<file path="src/logic/rhythm_audio_params.svh">
// sizes for the sound path; RA_FIFO_DEPTH must be a power of two and RA_RAM_WAIT at least 1
`ifndef RHYTHM_AUDIO_PARAMS_SVH
`define RHYTHM_AUDIO_PARAMS_SVH

// ========================================
// sample and memory geometry
// ========================================
`define RA_SAMPLE_W    16 // bits per audio sample
`define RA_ADDR_W      10 // 1024 word sample store

// ========================================
// buffering and timing
// ========================================
`define RA_FIFO_DEPTH  8  // playback FIFO entries
`define RA_FIFO_CNT_W  4  // holds 0..RA_FIFO_DEPTH

// stand-in for the SDRAM controller latency
`define RA_RAM_WAIT    3  // cycles from accept to ack
`define RA_BCLK_HALF   2  // system clocks per bit clock half period

`endif

</file>
<file path="src/logic/rhythm_audio_pkg.sv">
// shared payload types; widths come from the params header, nothing here is synthesized alone
`include "rhythm_audio_params.svh"

package rhythm_audio_pkg;

	// ========================================
	// payload types
	// ========================================

	// one mono audio sample, signed PCM as stored
	// the path never does arithmetic on it
	typedef logic [`RA_SAMPLE_W-1:0] sample_t;

	// word address into the sample store
	typedef logic [`RA_ADDR_W-1:0] addr_t; // also used as the sample count

endpackage

</file>
<file path="src/logic/mem_port_if.sv">
// single request/ack memory port; requester holds req and fields stable until the ack pulse
`timescale 1ns/1ps

interface mem_port_if;

	// request side
	logic                     req;   // level, held until ack
	logic                     we;    // 1 = write, 0 = read
	rhythm_audio_pkg::addr_t  addr;  // word address
	rhythm_audio_pkg::sample_t wdata; // write payload

	// response side
	logic                     ack;   // one cycle pulse
	rhythm_audio_pkg::sample_t rdata; // valid in the ack cycle

	// whoever starts an access
	modport requester (
		output req, we, addr, wdata,
		input  ack, rdata
	);

	// whoever answers it
	modport responder (
		input  req, we, addr, wdata,
		output ack, rdata
	);

endinterface

</file>
<file path="src/logic/sample_fetcher.sv">
// playback reader; walks from address 0 for sample_count_i words, one read in flight, restart only when idle
`timescale 1ns/1ps
`include "rhythm_audio_params.svh"

module sample_fetcher (
	input  logic                         MAX10_CLK1_50,
	input  logic                         reset_i,
	input  logic                         play_start_i,   // one cycle start pulse
	input  rhythm_audio_pkg::addr_t      sample_count_i, // words to play
	mem_port_if.requester                fetch_port,
	input  logic [`RA_FIFO_CNT_W-1:0]    fifo_cnt_i,     // FIFO occupancy
	output logic                         push_o,
	output rhythm_audio_pkg::sample_t    push_data_o,
	output logic                         fetch_done_o    // nothing left to read
);

	localparam int CNT_W = `RA_FIFO_CNT_W;

	rhythm_audio_pkg::addr_t next_addr_q; // address of the next read
	rhythm_audio_pkg::addr_t remain_q;    // reads still to issue
	logic                    pending_q;   // read in flight, drives req

	logic [CNT_W:0] used;   // occupancy plus reads in flight
	logic           room;
	logic           issue;

	// ========================================
	// flow control
	// ========================================
	assign used  = {1'b0, fifo_cnt_i} + (CNT_W + 1)'(pending_q);
	assign room  = used < (CNT_W + 1)'(`RA_FIFO_DEPTH);
	assign issue = !pending_q && (remain_q != '0) && room;

	always_ff @(posedge MAX10_CLK1_50) begin
		if (reset_i) begin
			next_addr_q <= '0;
			remain_q    <= '0;
			pending_q   <= 1'b0;
		end else begin
			if (play_start_i) begin
				next_addr_q <= '0;          // stream always from word 0
				remain_q    <= sample_count_i;
			end else if (fetch_port.ack) begin
				next_addr_q <= next_addr_q + 1'b1;
				remain_q    <= remain_q - 1'b1;
			end
			// req drops the cycle after ack
			if (fetch_port.ack)
				pending_q <= 1'b0;
			else if (issue && !play_start_i)
				pending_q <= 1'b1;
		end
	end

	// read only port
	assign fetch_port.req   = pending_q;
	assign fetch_port.we    = 1'b0;
	assign fetch_port.addr  = next_addr_q; // stable while pending
	assign fetch_port.wdata = '0;

	// read data straight into the FIFO in the ack cycle
	assign push_o      = fetch_port.ack;
	assign push_data_o = fetch_port.rdata;

	assign fetch_done_o = (remain_q == '0) && !pending_q;

endmodule

</file>
<file path="src/flat_wrapper.sv">
// flat-port wrapper written by rule: the top's interface ports become plain ports
module sample_fetcher_flat 
  (MAX10_CLK1_50, reset_i, play_start_i, sample_count_i, fifo_cnt_i, push_o, push_data_o, fetch_done_o, fetch_port_req, fetch_port_we, fetch_port_addr, fetch_port_wdata, fetch_port_ack, fetch_port_rdata);
  mem_port_if fetch_port_i ();
  input  logic MAX10_CLK1_50;
  input  logic reset_i;
  input  logic play_start_i;
  input  rhythm_audio_pkg::addr_t sample_count_i;
  input  logic [`RA_FIFO_CNT_W-1:0] fifo_cnt_i;
  output logic push_o;
  output rhythm_audio_pkg::sample_t push_data_o;
  output logic fetch_done_o;
  output wire logic [$bits(fetch_port_i.req)-1:0] fetch_port_req;
  output wire logic [$bits(fetch_port_i.we)-1:0] fetch_port_we;
  output wire logic [$bits(fetch_port_i.addr)-1:0] fetch_port_addr;
  output wire logic [$bits(fetch_port_i.wdata)-1:0] fetch_port_wdata;
  input wire logic [$bits(fetch_port_i.ack)-1:0] fetch_port_ack;
  input wire logic [$bits(fetch_port_i.rdata)-1:0] fetch_port_rdata;
  assign fetch_port_req = fetch_port_i.req;
  assign fetch_port_we = fetch_port_i.we;
  assign fetch_port_addr = fetch_port_i.addr;
  assign fetch_port_wdata = fetch_port_i.wdata;
  assign fetch_port_i.ack = fetch_port_ack;
  assign fetch_port_i.rdata = fetch_port_rdata;
  sample_fetcher u_core (.MAX10_CLK1_50(MAX10_CLK1_50), .reset_i(reset_i), .play_start_i(play_start_i), .sample_count_i(sample_count_i), .fetch_port(fetch_port_i), .fifo_cnt_i(fifo_cnt_i), .push_o(push_o), .push_data_o(push_data_o), .fetch_done_o(fetch_done_o));
endmodule
</file>
<file path="config.mk">
export PLATFORM = sky130hd
export DESIGN_NAME = sample_fetcher_flat
export DESIGN_NICKNAME = d
export VERILOG_FILES = /design/src/logic/rhythm_audio_pkg.sv /design/src/logic/mem_port_if.sv /design/src/logic/sample_fetcher.sv /design/src/flat_wrapper.sv
export VERILOG_INCLUDE_DIRS = /design/src /design/src/logic
export SDC_FILE = /design/constraint.sdc
export NUM_CORES = 1
export LEC_CHECK = 0
export BUFFER_PORTS_ARGS = -buffer_cell sky130_fd_sc_hd__buf_4
export CAP_MARGIN = 25
export CORE_AREA = 2 2 70 59
export CTS_BUF_LIST = sky130_fd_sc_hd__clkbuf_16
export DETAILED_ROUTE_END_ITERATION = 10
export DIE_AREA = 0 0 72 61
export PLACE_DENSITY = 0.74
export RECOVER_POWER = 25
export SETUP_SLACK_MARGIN = 0.15
export SKIP_CTS_REPAIR_TIMING = 1
export SLEW_MARGIN = 10
export SYNTH_ARGS = -nofsm -noshare
export SYNTH_HDL_FRONTEND = slang
export SYNTH_SLANG_ARGS = --single-unit
</file>
<file path="constraint.sdc">
create_clock -name MAX10_CLK1_50 -period 1.8 [get_ports MAX10_CLK1_50]
set_input_delay 0.09 -clock MAX10_CLK1_50 [delete_from_list [all_inputs] [get_ports MAX10_CLK1_50]]
set_output_delay 0.09 -clock MAX10_CLK1_50 [all_outputs]
set_load 0.05 [all_outputs]
</file>
After elaboration in Yosys (flattened, before gate mapping). Cells that the tools add are included.

Bits in registers: 21. Output and inout bits: 46. Logic and storage cells: 20.

$add $sub $neg: 3. Order comparisons: 1. Muxes and demuxes: 2. Reductions and logical operators: 11.

Operators with widths (count): $mux W10 (2); $add A10 B1 Y10 const B (1); $logic_not A10 Y1 (1); $reduce_bool A10 Y1 (1); $sub A10 B1 Y10 const B (1); $add A4 B1 Y5 (1); $lt A5 B4 Y1 const B (1); $logic_and A1 B1 Y1 (4); $reduce_or A2 Y1 (2); $logic_not A1 Y1 (2); $reduce_bool A2 Y1 (1).

Logic depth before layout (Yosys ltp). Gate-level depths: netlist (run 1).

Depth in word-level cells: 4. Mapped depth: 6. Gate-level depth less buffers: 5.

Least setup slack after synthesis (run 1). No wires, ideal clock.

Kind: register -> output. From: reg u_core.remain_q[0]. To: out fetch_done_o. Arrival time: 2.593 ns. Setup slack: -0.883 ns. Stages on the path, launching flop included: 6. Cell sequence: dfxtp_1 -> inv_1 -> ha_1 -> or4b_1 -> clkbuf_2 -> nor4_1.

Longest elaborated chain between the ends: 2.

Ends and longest elaborated chain: start: declaration (RTL line sample_fetcher.sv:20) `rhythm_audio_pkg::addr_t remain_q;`; start signal: assignment (RTL line sample_fetcher.sv:42) `remain_q <= sample_count_i;`; start signal: assignment (RTL line sample_fetcher.sv:45) `remain_q <= remain_q - 1'b1;`; $logic_not A10 Y1 (RTL line sample_fetcher.sv:65) `assign fetch_done_o = (remain_q == '0) && !pending_q;`; $logic_and A1 B1 Y1 (RTL line sample_fetcher.sv:65); end: declaration (RTL line flat_wrapper.sv:12) `output logic fetch_done_o;`.

Every way passes these cells.

Worst setup path after layout (run 1).
From: reg u_core.remain_q[1]. To: out fetch_done_o.

Same word-level chain as after synthesis.

==> flow_metrics.env, run 1 <==
export IMPL_grt_pass1_wl_um=4370
export IMPL_drcViolationCount=0
export IMPL_synthArstFlopShare_pct=0
export IMPL_nNetsFinal=217
export IMPL_synth_top_area_share_pct=30.1
export IMPL_max_stage_delay_ns=0.47
export IMPL_cp_arrival_ns=1.73
export IMPL_start_util_pct=38.0
export IMPL_synth_area_um2=1400
export IMPL_antenna_found_initial=0
export IMPL_ys_top_cells_by_area="dfxtp_1 (30%), buf_4 (18%), a21oi_1 (3.6%)"
export IMPL_setup_viol=1
export IMPL_synthCells=171
export IMPL_yosys_warnings=0
export IMPL_first_global_vias=956
export IMPL_drive_above_1_share_pct=26.7
export IMPL_hold_path_class="primary input to flip-flop"
export IMPL_drtPass1Iterations=4
export IMPL_slowest_stage="or4b_4"
export IMPL_grt_overflow=0
export IMPL_fillerInstances=400
export IMPL_row_count=20
export IMPL_worstPathRequired_ns=1.71
export IMPL_h_tree_depth=1
export IMPL_place_area_um2=1490
export IMPL_cts_buffers=3
export IMPL_cp_start_kind="flip-flop"
export IMPL_fin_crit_ns=1.82
export IMPL_synth_seq_cells=21
export IMPL_avgSynthCellArea_um2=8.17
export IMPL_synth_area_leader_cell="dfxtp_1"
export IMPL_hold_ws_ns=0.0750
export IMPL_core_area_um2=3680
export IMPL_drtIter0Drc=87
export IMPL_synth_edf_count=0
export IMPL_violations="negative setup slack"
export IMPL_worstPathCellList="inv_2, ha_4, or4b_4, buf_6, nor4_4, buf_6"
export IMPL_clk_latency_ns=0.25
export IMPL_design_die_area_um2=4390
export IMPL_antenna_cells=0
export IMPL_cts_tree="yes"
export IMPL_seq_area_frac_synth_pct=30.1
export IMPL_end_kind="output pin"
export IMPL_synthFlopType="dfxtp_1"
export IMPL_cp_max_fo=4
export IMPL_gp_congestion=0.759
export IMPL_track_usage_pct=12.6
export IMPL_die_h_um=61
export IMPL_io_pins=80
export IMPL_hold_viol_final=0
export IMPL_portBuffers=27
export IMPL_peakVddDrop_mv=0.423
export IMPL_slew_violations=0
export IMPL_vias=1146
export IMPL_grt_max_degree=20
export IMPL_die_w_um=72
export IMPL_pre_cts_ws_ns=0.163
export IMPL_grt_setup_unrepaired="yes"
export IMPL_areaGrowthSynthToFinish_pct=13.2
export IMPL_period_share_pct=101
export IMPL_path_clk_slew_ns=0.06
export IMPL_post_drt_wl_per_cell_um=11.9
export IMPL_cp_common_cell="buf_6"
export IMPL_via_per_inst=5.12
export IMPL_ctsRootBufferMaster="clkbuf_16"
export IMPL_leakage_uw=0.000630
export IMPL_crit_type="flip-flop to output pin"
export IMPL_cts_buffer_depth=2
export IMPL_setup_slack_ns=-0.0235
export IMPL_finalInstanceArea_um2=1580
export IMPL_finalClockSkew_ns=0.00410
export IMPL_fmax_ghz=0.548
export IMPL_wl_um=2670
export IMPL_critPathTopFamily="simple AND/OR/NAND/NOR gates"
export IMPL_ant_nets=0
export IMPL_critPathBufInv=3
export IMPL_fin_total_pwr_uw=1280
export IMPL_cts_sinks=21
export IMPL_post_dp_hpwl_um=1940
export IMPL_status="finished, violations left"
export IMPL_ys_types=39
export IMPL_drv_cap=0
export IMPL_cellPowerDensity_nw_per_um2=806
## cell usage after synthesis (2+ instances only)
library cell / instances
buf_4: 34
dfxtp_1: 21
nor2_1: 13
a21oi_1: 10
inv_1: 8
nand2_1: 8
clkbuf_1: 7
nand4_1: 5
or3_1: 5
or4_1: 5
xor2_1: 5
a211oi_1: 3
mux2i_1: 3
nand3_1: 3
nor3b_1: 3
nor4_1: 3
nor4b_1: 3
o31ai_1: 3
xnor2_1: 3
a211o_1: 2
ha_1: 2
o2111ai_1: 2
o211ai_1: 2
o21ai_0: 2
or3b_2: 2
## worst reg2reg max path: cells and delay by family (launching register included)
kind            cells  cell delay (ns)
buf+inv             1             0.07
flops               1             0.34
compound gates      1             0.09
simple gates        2             0.88
fa+ha+maj           1             0.13
## where the power goes
group | switching, µW | total [µW] | internal (µW)
registers | 29.4 | 518 | 488
logic | 187 | 288 | 101
clock network | 172 | 470 | 298
total | 389 | 1280 | 887
## through the flow
step | instances | utilization [%] | TNS, ns
floorplan | 187 | - | 0
global placement | 220 | 40.5 | 0
detailed placement | 220 | 40.5 | 0
CTS | 224 | 42.7 | -0.101
global route | 224 | 43.0 | -0.104
finish | 224 | 43.0 | -0.0235
## sequential cells by signal, summed over array words and instances, names as in the netlist
register and flops:
u_core.fetch_port.addr 10, u_core.fetch_port.req 1, u_core.remain_q 10
## worst paths after layout
| check | from | end | slack [ns] | depth (start not counted) |
|---|---|---|---|---|
| worst min-delay path | sample_count_i[0] | u_core.remain_q[0] | 0.07 | 3 |
| worst min register to register | u_core.fetch_port.addr[9] | u_core.fetch_port.addr[9] | 0.48 | 2 |
| worst max register to register | u_core.remain_q[1] | u_core.remain_q[6] | 0.22 | 5 |
| worst max-delay path | u_core.remain_q[1] | fetch_done_o | -0.02 | 6 |
## kinds of logic (layout without fill, tap and decap cells)
family / after synthesis / in the layout / share of synthesized area [%]
adders and majority gates: 2 / 2 / 1.79
other: 1 / 17 / 0.268
muxes: 3 / 3 / 2.15
and+or+nand+nor: 58 / 58 / 24.5
buffers and inverters: 50 / 43 / 22.6
xor gates and xnor gates: 8 / 8 / 5.01
AOI/OAI and AO/OA: 28 / 28 / 13.5
DFF: 21 / 21 / 30.1
## per-layer routing
metal	GRT usage (%)	routed length [µm]	up-vias
met5	0	0	-
met4	2.70	10	0
met3	3.49	217	2
met2	19.2	1230	42
met1	17.8	1210	522
li1	-	-	580
## final cells by class
type                       instances  area [µm²]  share of cell area, %
clock buffer                       3        75.1                   4.74
tap                               44        55.1                   3.48
timing repair buffer              31         240                   15.2
sequential                        21         425                   26.9
multi-input combinational        116         752                   47.5
inverter                           8        30.0                   1.90
clock inverter                     1        5.00                  0.316
## cell usage in the layout (no fill, tap or decap), types with 4 or more instances in the layout
| master | instances |
|---|---|
| conb_1 | 17 |
| dfxtp_1 | 17 |
| buf_4 | 29 |
| or3_1 | 5 |
| a21oi_1 | 10 |
| xor2_1 | 5 |
| nor2_1 | 13 |
| dfxtp_2 | 4 |
| nand4_1 | 5 |
| or4_1 | 5 |
| inv_1 | 6 |
| nand2_1 | 8 |
No activity file was read; power rests on OpenSTA's default activity.
==> run 2: changes to the inputs <==
--- a/config.mk
+++ b/config.mk
@@ -12,7 +12,8 @@
 export CTS_BUF_LIST = sky130_fd_sc_hd__clkbuf_16
 export DETAILED_ROUTE_END_ITERATION = 10
 export DIE_AREA = 0 0 72 61
-export PLACE_DENSITY = 0.74
+export GPL_TIMING_DRIVEN = 0
+export PLACE_DENSITY = 0.72
 export RECOVER_POWER = 25
 export SETUP_SLACK_MARGIN = 0.15
 export SKIP_CTS_REPAIR_TIMING = 1
==> run 2 against run 1 <==
- the run still ends with negative setup slack left
- clock skew is 0.0013 ns lower
- core utilization is 9.1 points higher
- clock-buffer cell count stayed put
- sequential cell count stayed put
- routed wire length is 16% higher
- worst hold slack worse by 0.0035 ns
- total power is 11% higher
- combinational power is 49% higher
- critical path type unchanged
==> flow_metrics.env, run 2 (synthesis gave the netlist of run 1 again) <==
export IMPL_cts_sinks=21
export IMPL_design_die_area_um2=4390
export IMPL_grt_overflow=0
export IMPL_drcViolationCount=0
export IMPL_first_global_vias=1042
export IMPL_grt_pass1_wl_um=4850
export IMPL_fin_total_pwr_uw=1410
export IMPL_vias=1322
export IMPL_path_clk_slew_ns=0.06
export IMPL_core_area_um2=3680
export IMPL_ctsRootBufferMaster="clkbuf_16"
export IMPL_slew_violations=0
export IMPL_post_drt_wl_per_cell_um=11.2
export IMPL_period_share_pct=101
export IMPL_row_count=20
export IMPL_die_w_um=72
export IMPL_grt_max_degree=13
export IMPL_cts_buffers=3
export IMPL_fin_crit_ns=1.82
export IMPL_io_pins=80
export IMPL_track_usage_pct=14.1
export IMPL_drtIter0Drc=54
export IMPL_hold_viol_final=0
export IMPL_hold_path_class="primary input to flip-flop"
export IMPL_maxSlewHeadroom_pct=60.6
export IMPL_finalInstanceArea_um2=1920
export IMPL_drtPass1Iterations=4
export IMPL_antenna_found_initial=0
export IMPL_fmax_ghz=0.548
export IMPL_gp_congestion=0.792
export IMPL_drv_cap=0
export IMPL_cts_tree="yes"
export IMPL_layout_commonest_cell="buf_4"
export IMPL_finalClockSkew_ns=0.00284
export IMPL_worstPathRequired_ns=1.71
export IMPL_hold_ws_ns=0.0715
export IMPL_cp_start_kind="flip-flop"
export IMPL_post_dp_hpwl_um=2300
export IMPL_grt_setup_unrepaired="yes"
export IMPL_cts_buffer_depth=2
export IMPL_cellPowerDensity_nw_per_um2=737
export IMPL_nNetsFinal=270
export IMPL_setup_viol=1
export IMPL_die_h_um=61
export IMPL_areaGrowthSynthToFinish_pct=37.2
export IMPL_h_tree_depth=1
export IMPL_crit_type="flip-flop to output pin"
export IMPL_ant_nets=0
export IMPL_cp_arrival_ns=1.73
export IMPL_drive_above_1_share_pct=35.6
export IMPL_utilization_pct=52.1
export IMPL_worst_slew_pin_transition_ns=0.593
export IMPL_mostFrequentLayoutCells="buf_4 (63), clkbuf_1 (19), conb_1 (17), dfxtp_1 (17), nor2_1 (13)"
export IMPL_antenna_cells=0
export IMPL_setup_slack_ns=-0.0235
export IMPL_wl_um=3100
export IMPL_place_area_um2=1870
export IMPL_start_util_pct=38.0
export IMPL_peakVddDrop_mv=0.468
export IMPL_fillerInstances=381
export IMPL_end_kind="output pin"
export IMPL_leakage_uw=0.000829
export IMPL_clk_latency_ns=0.25
export IMPL_cp_max_fo=6
export IMPL_status="finished, violations left"
export IMPL_portBuffers=42
export IMPL_via_per_inst=4.77
export IMPL_violations="negative setup slack"
==> run 2: cell types whose count changed in the layout (fill, tap and decap cells not counted) <==
cell	delta
buf_8	+1
nor3_1	-1
clkbuf_1	+19
nor3_2	+1
buf_4	+34
buf_6	-1
==> run 2: layout make-up <==
type,count,area (µm²),share of cell area (%)
inverter,8,30.0,1.57
timing repair buffer,42,274,14.3
clock inverter,1,5.00,0.261
tap,44,55.1,2.87
clock buffer,3,75.1,3.91
multi-input combinational,116,757,39.5
buffer,42,297,15.5
sequential,21,425,22.2
==> run 2: report_power, final <==
group          switching, µW  internal, µW
clock                    168           298
combinational            271           158
sequential              30.0           488
==> run 2: stage by stage <==
step	setup TNS (ns)	instances	setup WS, ns
detailed placement	0	273	0.0866
global placement	0	273	0.0896
finish	-0.0235	277	-0.0235
floorplan	0	187	0.0864
global route	-0.0687	277	-0.0687
CTS	-0.0505	277	-0.0505
==> run 2: path summary, 6_finish.rpt <==
path / start / to / slack, ns / depth (start not counted)
worst max-delay path: u_core.remain_q[1] / fetch_done_o / -0.02 / 6
worst max register to register: u_core.remain_q[1] / u_core.remain_q[8] / 0.07 / 6
worst min register to register: u_core.fetch_port.addr[7] / u_core.fetch_port.addr[7] / 0.51 / 2
worst min-delay path: reset_i / u_core.remain_q[5] / 0.07 / 2
==> run 2: routing by layer <==
layer	up-vias	GRT usage [%]	share of wire (%)
met5	-	0	0
met1	591	18.7	45
met2	45	23.7	47
li1	684	-	-
met4	0	1.89	0.29
met3	2	4.15	7.5
==> run 2: critical path, stage by stage, from the launching register on <==
cell and delay [ns]:
dfxtp_2 0.34, inv_2 0.06, ha_4 0.13, or4b_4 0.46, buf_8 0.15, nor4_4 0.14
buf_6 0.19
==> run 3: changes to the inputs <==
--- a/config.mk
+++ b/config.mk
@@ -6,14 +6,15 @@
 export SDC_FILE = /design/constraint.sdc
 export NUM_CORES = 1
 export LEC_CHECK = 0
+export ABC_AREA = 1
 export BUFFER_PORTS_ARGS = -buffer_cell sky130_fd_sc_hd__buf_4
 export CAP_MARGIN = 25
-export CORE_AREA = 2 2 70 59
+export CORE_AREA = 2 2 70 58
 export CTS_BUF_LIST = sky130_fd_sc_hd__clkbuf_16
 export DETAILED_ROUTE_END_ITERATION = 10
-export DIE_AREA = 0 0 72 61
+export DIE_AREA = 0 0 72 60
 export GPL_TIMING_DRIVEN = 0
-export PLACE_DENSITY = 0.72
+export PLACE_DENSITY = 0.73
 export RECOVER_POWER = 25
 export SETUP_SLACK_MARGIN = 0.15
 export SKIP_CTS_REPAIR_TIMING = 1
==> run 3 against run 2 <==
- the run now ends clean
- non-clock buffer count decreased by 3
- routed wire length increased by 0.23%
- highest routed layer unchanged
- critical path type unchanged
- core utilization decreased by 0.31 points
==> flow_metrics.env, run 3 <==
export IMPL_slew_violations=0
export IMPL_row_count=20
export IMPL_path_clk_slew_ns=0.06
export IMPL_post_drt_wl_per_cell_um=9.91
export IMPL_drcViolationCount=0
export IMPL_cts_buffer_depth=2
export IMPL_cts_tree="yes"
export IMPL_vias=1387
export IMPL_drtPass1Iterations=4
export IMPL_whs_path_depth=4
export IMPL_worstPathRequired_ns=1.71
export IMPL_synth_edf_count=0
export IMPL_grt_overflow=0
export IMPL_fmax_ghz=0.653
export IMPL_worstHoldEndpoint="u_core.fetch_port.req"
export IMPL_first_global_vias=1112
export IMPL_die_h_um=60
export IMPL_cp_arrival_ns=1.44
export IMPL_ant_nets=0
export IMPL_via_per_inst=4.43
export IMPL_nNetsFinal=306
export IMPL_leakage_uw=0.000949
export IMPL_grt_max_degree=12
export IMPL_synthCells=205
export IMPL_synth_top_area_share_pct=30.0
export IMPL_design_die_area_um2=4320
export IMPL_ys_top_cells_by_area="dfxtp_1 (30%), buf_4 (19%), nand2_1 (12%)"
export IMPL_cellPowerDensity_nw_per_um2=747
export IMPL_hold_path_class="primary input to flip-flop"
export IMPL_cp_max_fo=5
export IMPL_start_util_pct=38.1
export IMPL_fin_crit_ns=1.53
export IMPL_r2r_start="u_core.remain_q[1]"
export IMPL_synthFlopType="dfxtp_1"
export IMPL_clk_latency_ns=0.25
export IMPL_synth_area_leader_cell="dfxtp_1"
export IMPL_synth_seq_cells=21
export IMPL_die_w_um=72
export IMPL_fin_tns_setup_ns=0
export IMPL_drtIter0Drc=42
export IMPL_finalClockSkew_ns=0.00173
export IMPL_cts_sinks=21
export IMPL_worst_r2r_setup_slack_ns=0.45
export IMPL_cts_buffers=3
export IMPL_max_stage_delay_ns=0.34
export IMPL_seq_area_frac_synth_pct=30.0
export IMPL_yosys_warnings=0
export IMPL_wl_um=3100
export IMPL_period_share_pct=85.1
export IMPL_synth_most_common_cell="nand2_1"
export IMPL_antenna_found_initial=0
export IMPL_core_area_um2=3680
export IMPL_cp_start_kind="flip-flop"
export IMPL_synth_area_um2=1400
export IMPL_worstPathCellList="nor2_1, and2_1, nand2_2, nor3_4, buf_6"
export IMPL_worstRegToRegCells=11
export IMPL_drv_cap=0
export IMPL_maxSlewHeadroom_pct=60.8
export IMPL_dp_cells=307
export IMPL_end_kind="output pin"
export IMPL_grt_pass1_wl_um=4660
export IMPL_synthArstFlopShare_pct=0
export IMPL_h_tree_depth=1
export IMPL_portBuffers=42
export IMPL_post_dp_hpwl_um=2390
export IMPL_ys_types=25
export IMPL_status="finished, final reports clean"
export IMPL_synth_top_cells_by_count="nand2_1 (43), buf_4 (35), inv_1 (22)"
export IMPL_slowest_stage="dfxtp_1"
export IMPL_worst_slew_pin_transition_ns=0.591
export IMPL_layout_commonest_cell="buf_4"
export IMPL_hold_start="fifo_cnt_i[3]"
export IMPL_drive_above_1_share_pct=34.2
export IMPL_setup_viol=0
export IMPL_gp_congestion=0.856
export IMPL_areaGrowthSynthToFinish_pct=36.2
export IMPL_hold_viol_final=0
export IMPL_layout_cells_non_filler=313
export IMPL_crit_type="flip-flop to output pin"
export IMPL_io_pins=80
export IMPL_antenna_cells=0
export IMPL_mostFrequentLayoutCells="buf_4 (66), nand2_1 (41), inv_1 (21), dfxtp_1 (21), conb_1 (17)"
export IMPL_avgSynthCellArea_um2=6.83
export IMPL_peakVddDrop_mv=0.434
export IMPL_r2r_end="u_core.remain_q[8]"
export IMPL_ctsRootBufferMaster="clkbuf_16"
export IMPL_track_usage_pct=13.5
export IMPL_grt_setup_unrepaired="no"
[run 3: cell types whose count changed in the layout (fill, tap and decap cells not counted), sizes merged, moves of 4 or more]
| cell | change |
|---|---|
| buf | +4 |
| a22oi | +5 |
| o21ai | +9 |
| clkbuf | -7 |
| or3 | -5 |
| nand2 | +36 |
| nand3 | +7 |
| xor2 | -4 |
| nor3 | +8 |
| inv | +20 |
| or4 | -5 |
| nor2 | +9 |
| nand4 | -5 |
[run 3: cell families after synthesis]
group / Yosys count / share of synthesized area (%)
other: 1 / 0.268
AND/OR/NAND/NOR: 86 / 28.3
adder cells (fa/ha/maj): 2 / 1.79
flip-flops: 21 / 30.0
XOR/XNOR: 2 / 1.25
AO/OA/AOI/OAI: 29 / 11.6
buffers and inverters: 64 / 26.7
[run 3: worst max-delay path: cells and delay by family, from the launching register on]
family / cells / cell delay (ns)
buf+inv: 1 / 0.18
flops: 1 / 0.34
simple gates: 4 / 0.66
[run 3: report_power, final]
part	internal [µW]	switching, µW
Sequential	485	19.9
Combinational	156	296
Clock	296	172
Total	937	488
[run 3: worst max-delay path by stage]
stage	start	end	slack, ns
4_1_cts	u_core.remain_q[0]	fetch_done_o	0.09
3_3_place_gp	u_core.remain_q[0]	fetch_done_o	0.38
5_1_grt	u_core.remain_q[1]	fetch_done_o	0.18
3_5_place_dp	u_core.remain_q[0]	fetch_done_o	0.39
2_1_floorplan	u_core.fetch_port.addr[0]	u_core.fetch_port.addr[6]	0.22
6_report	u_core.remain_q[6]	fetch_done_o	0.27
[run 3: final cells by class]
| type | instances | area, µm² |
|---|---|---|
| inverters | 27 | 101 |
| clock inverters | 1 | 3.75 |
| repair buffers | 44 | 289 |
| multi-input cells | 136 | 689 |
| well taps | 44 | 55.1 |
| fillers | 388 | 1770 |
| plain buffers | 37 | 273 |
| flip-flops and latches | 21 | 420 |
| clock buffers | 3 | 75.1 |
[run 3: through the flow]
step	total power, µW	hold WS (ns)	setup WS, ns	util, %	cell area, µm²
2_1_floorplan	863	0.249	0.220	-	1470
3_3_place_gp	948	0.378	0.376	49.9	1840
3_5_place_dp	953	0.381	0.386	49.9	1840
4_1_cts	1420	0.109	0.0882	52.1	1920
5_1_grt	1490	0.139	0.182	51.8	1910
6_report	1420	0.115	0.268	51.8	1910
[run 3: routing by layer]
metal / wire length (µm) / GRT usage, % / vias to the layer above
met5: 0 / 0 / -
met2: 1420 / 22.5 / 63
met3: 316 / 4.38 / 3
li1: - / - / 722
met1: 1350 / 17.8 / 599
met4: 19 / 1.62 / 0
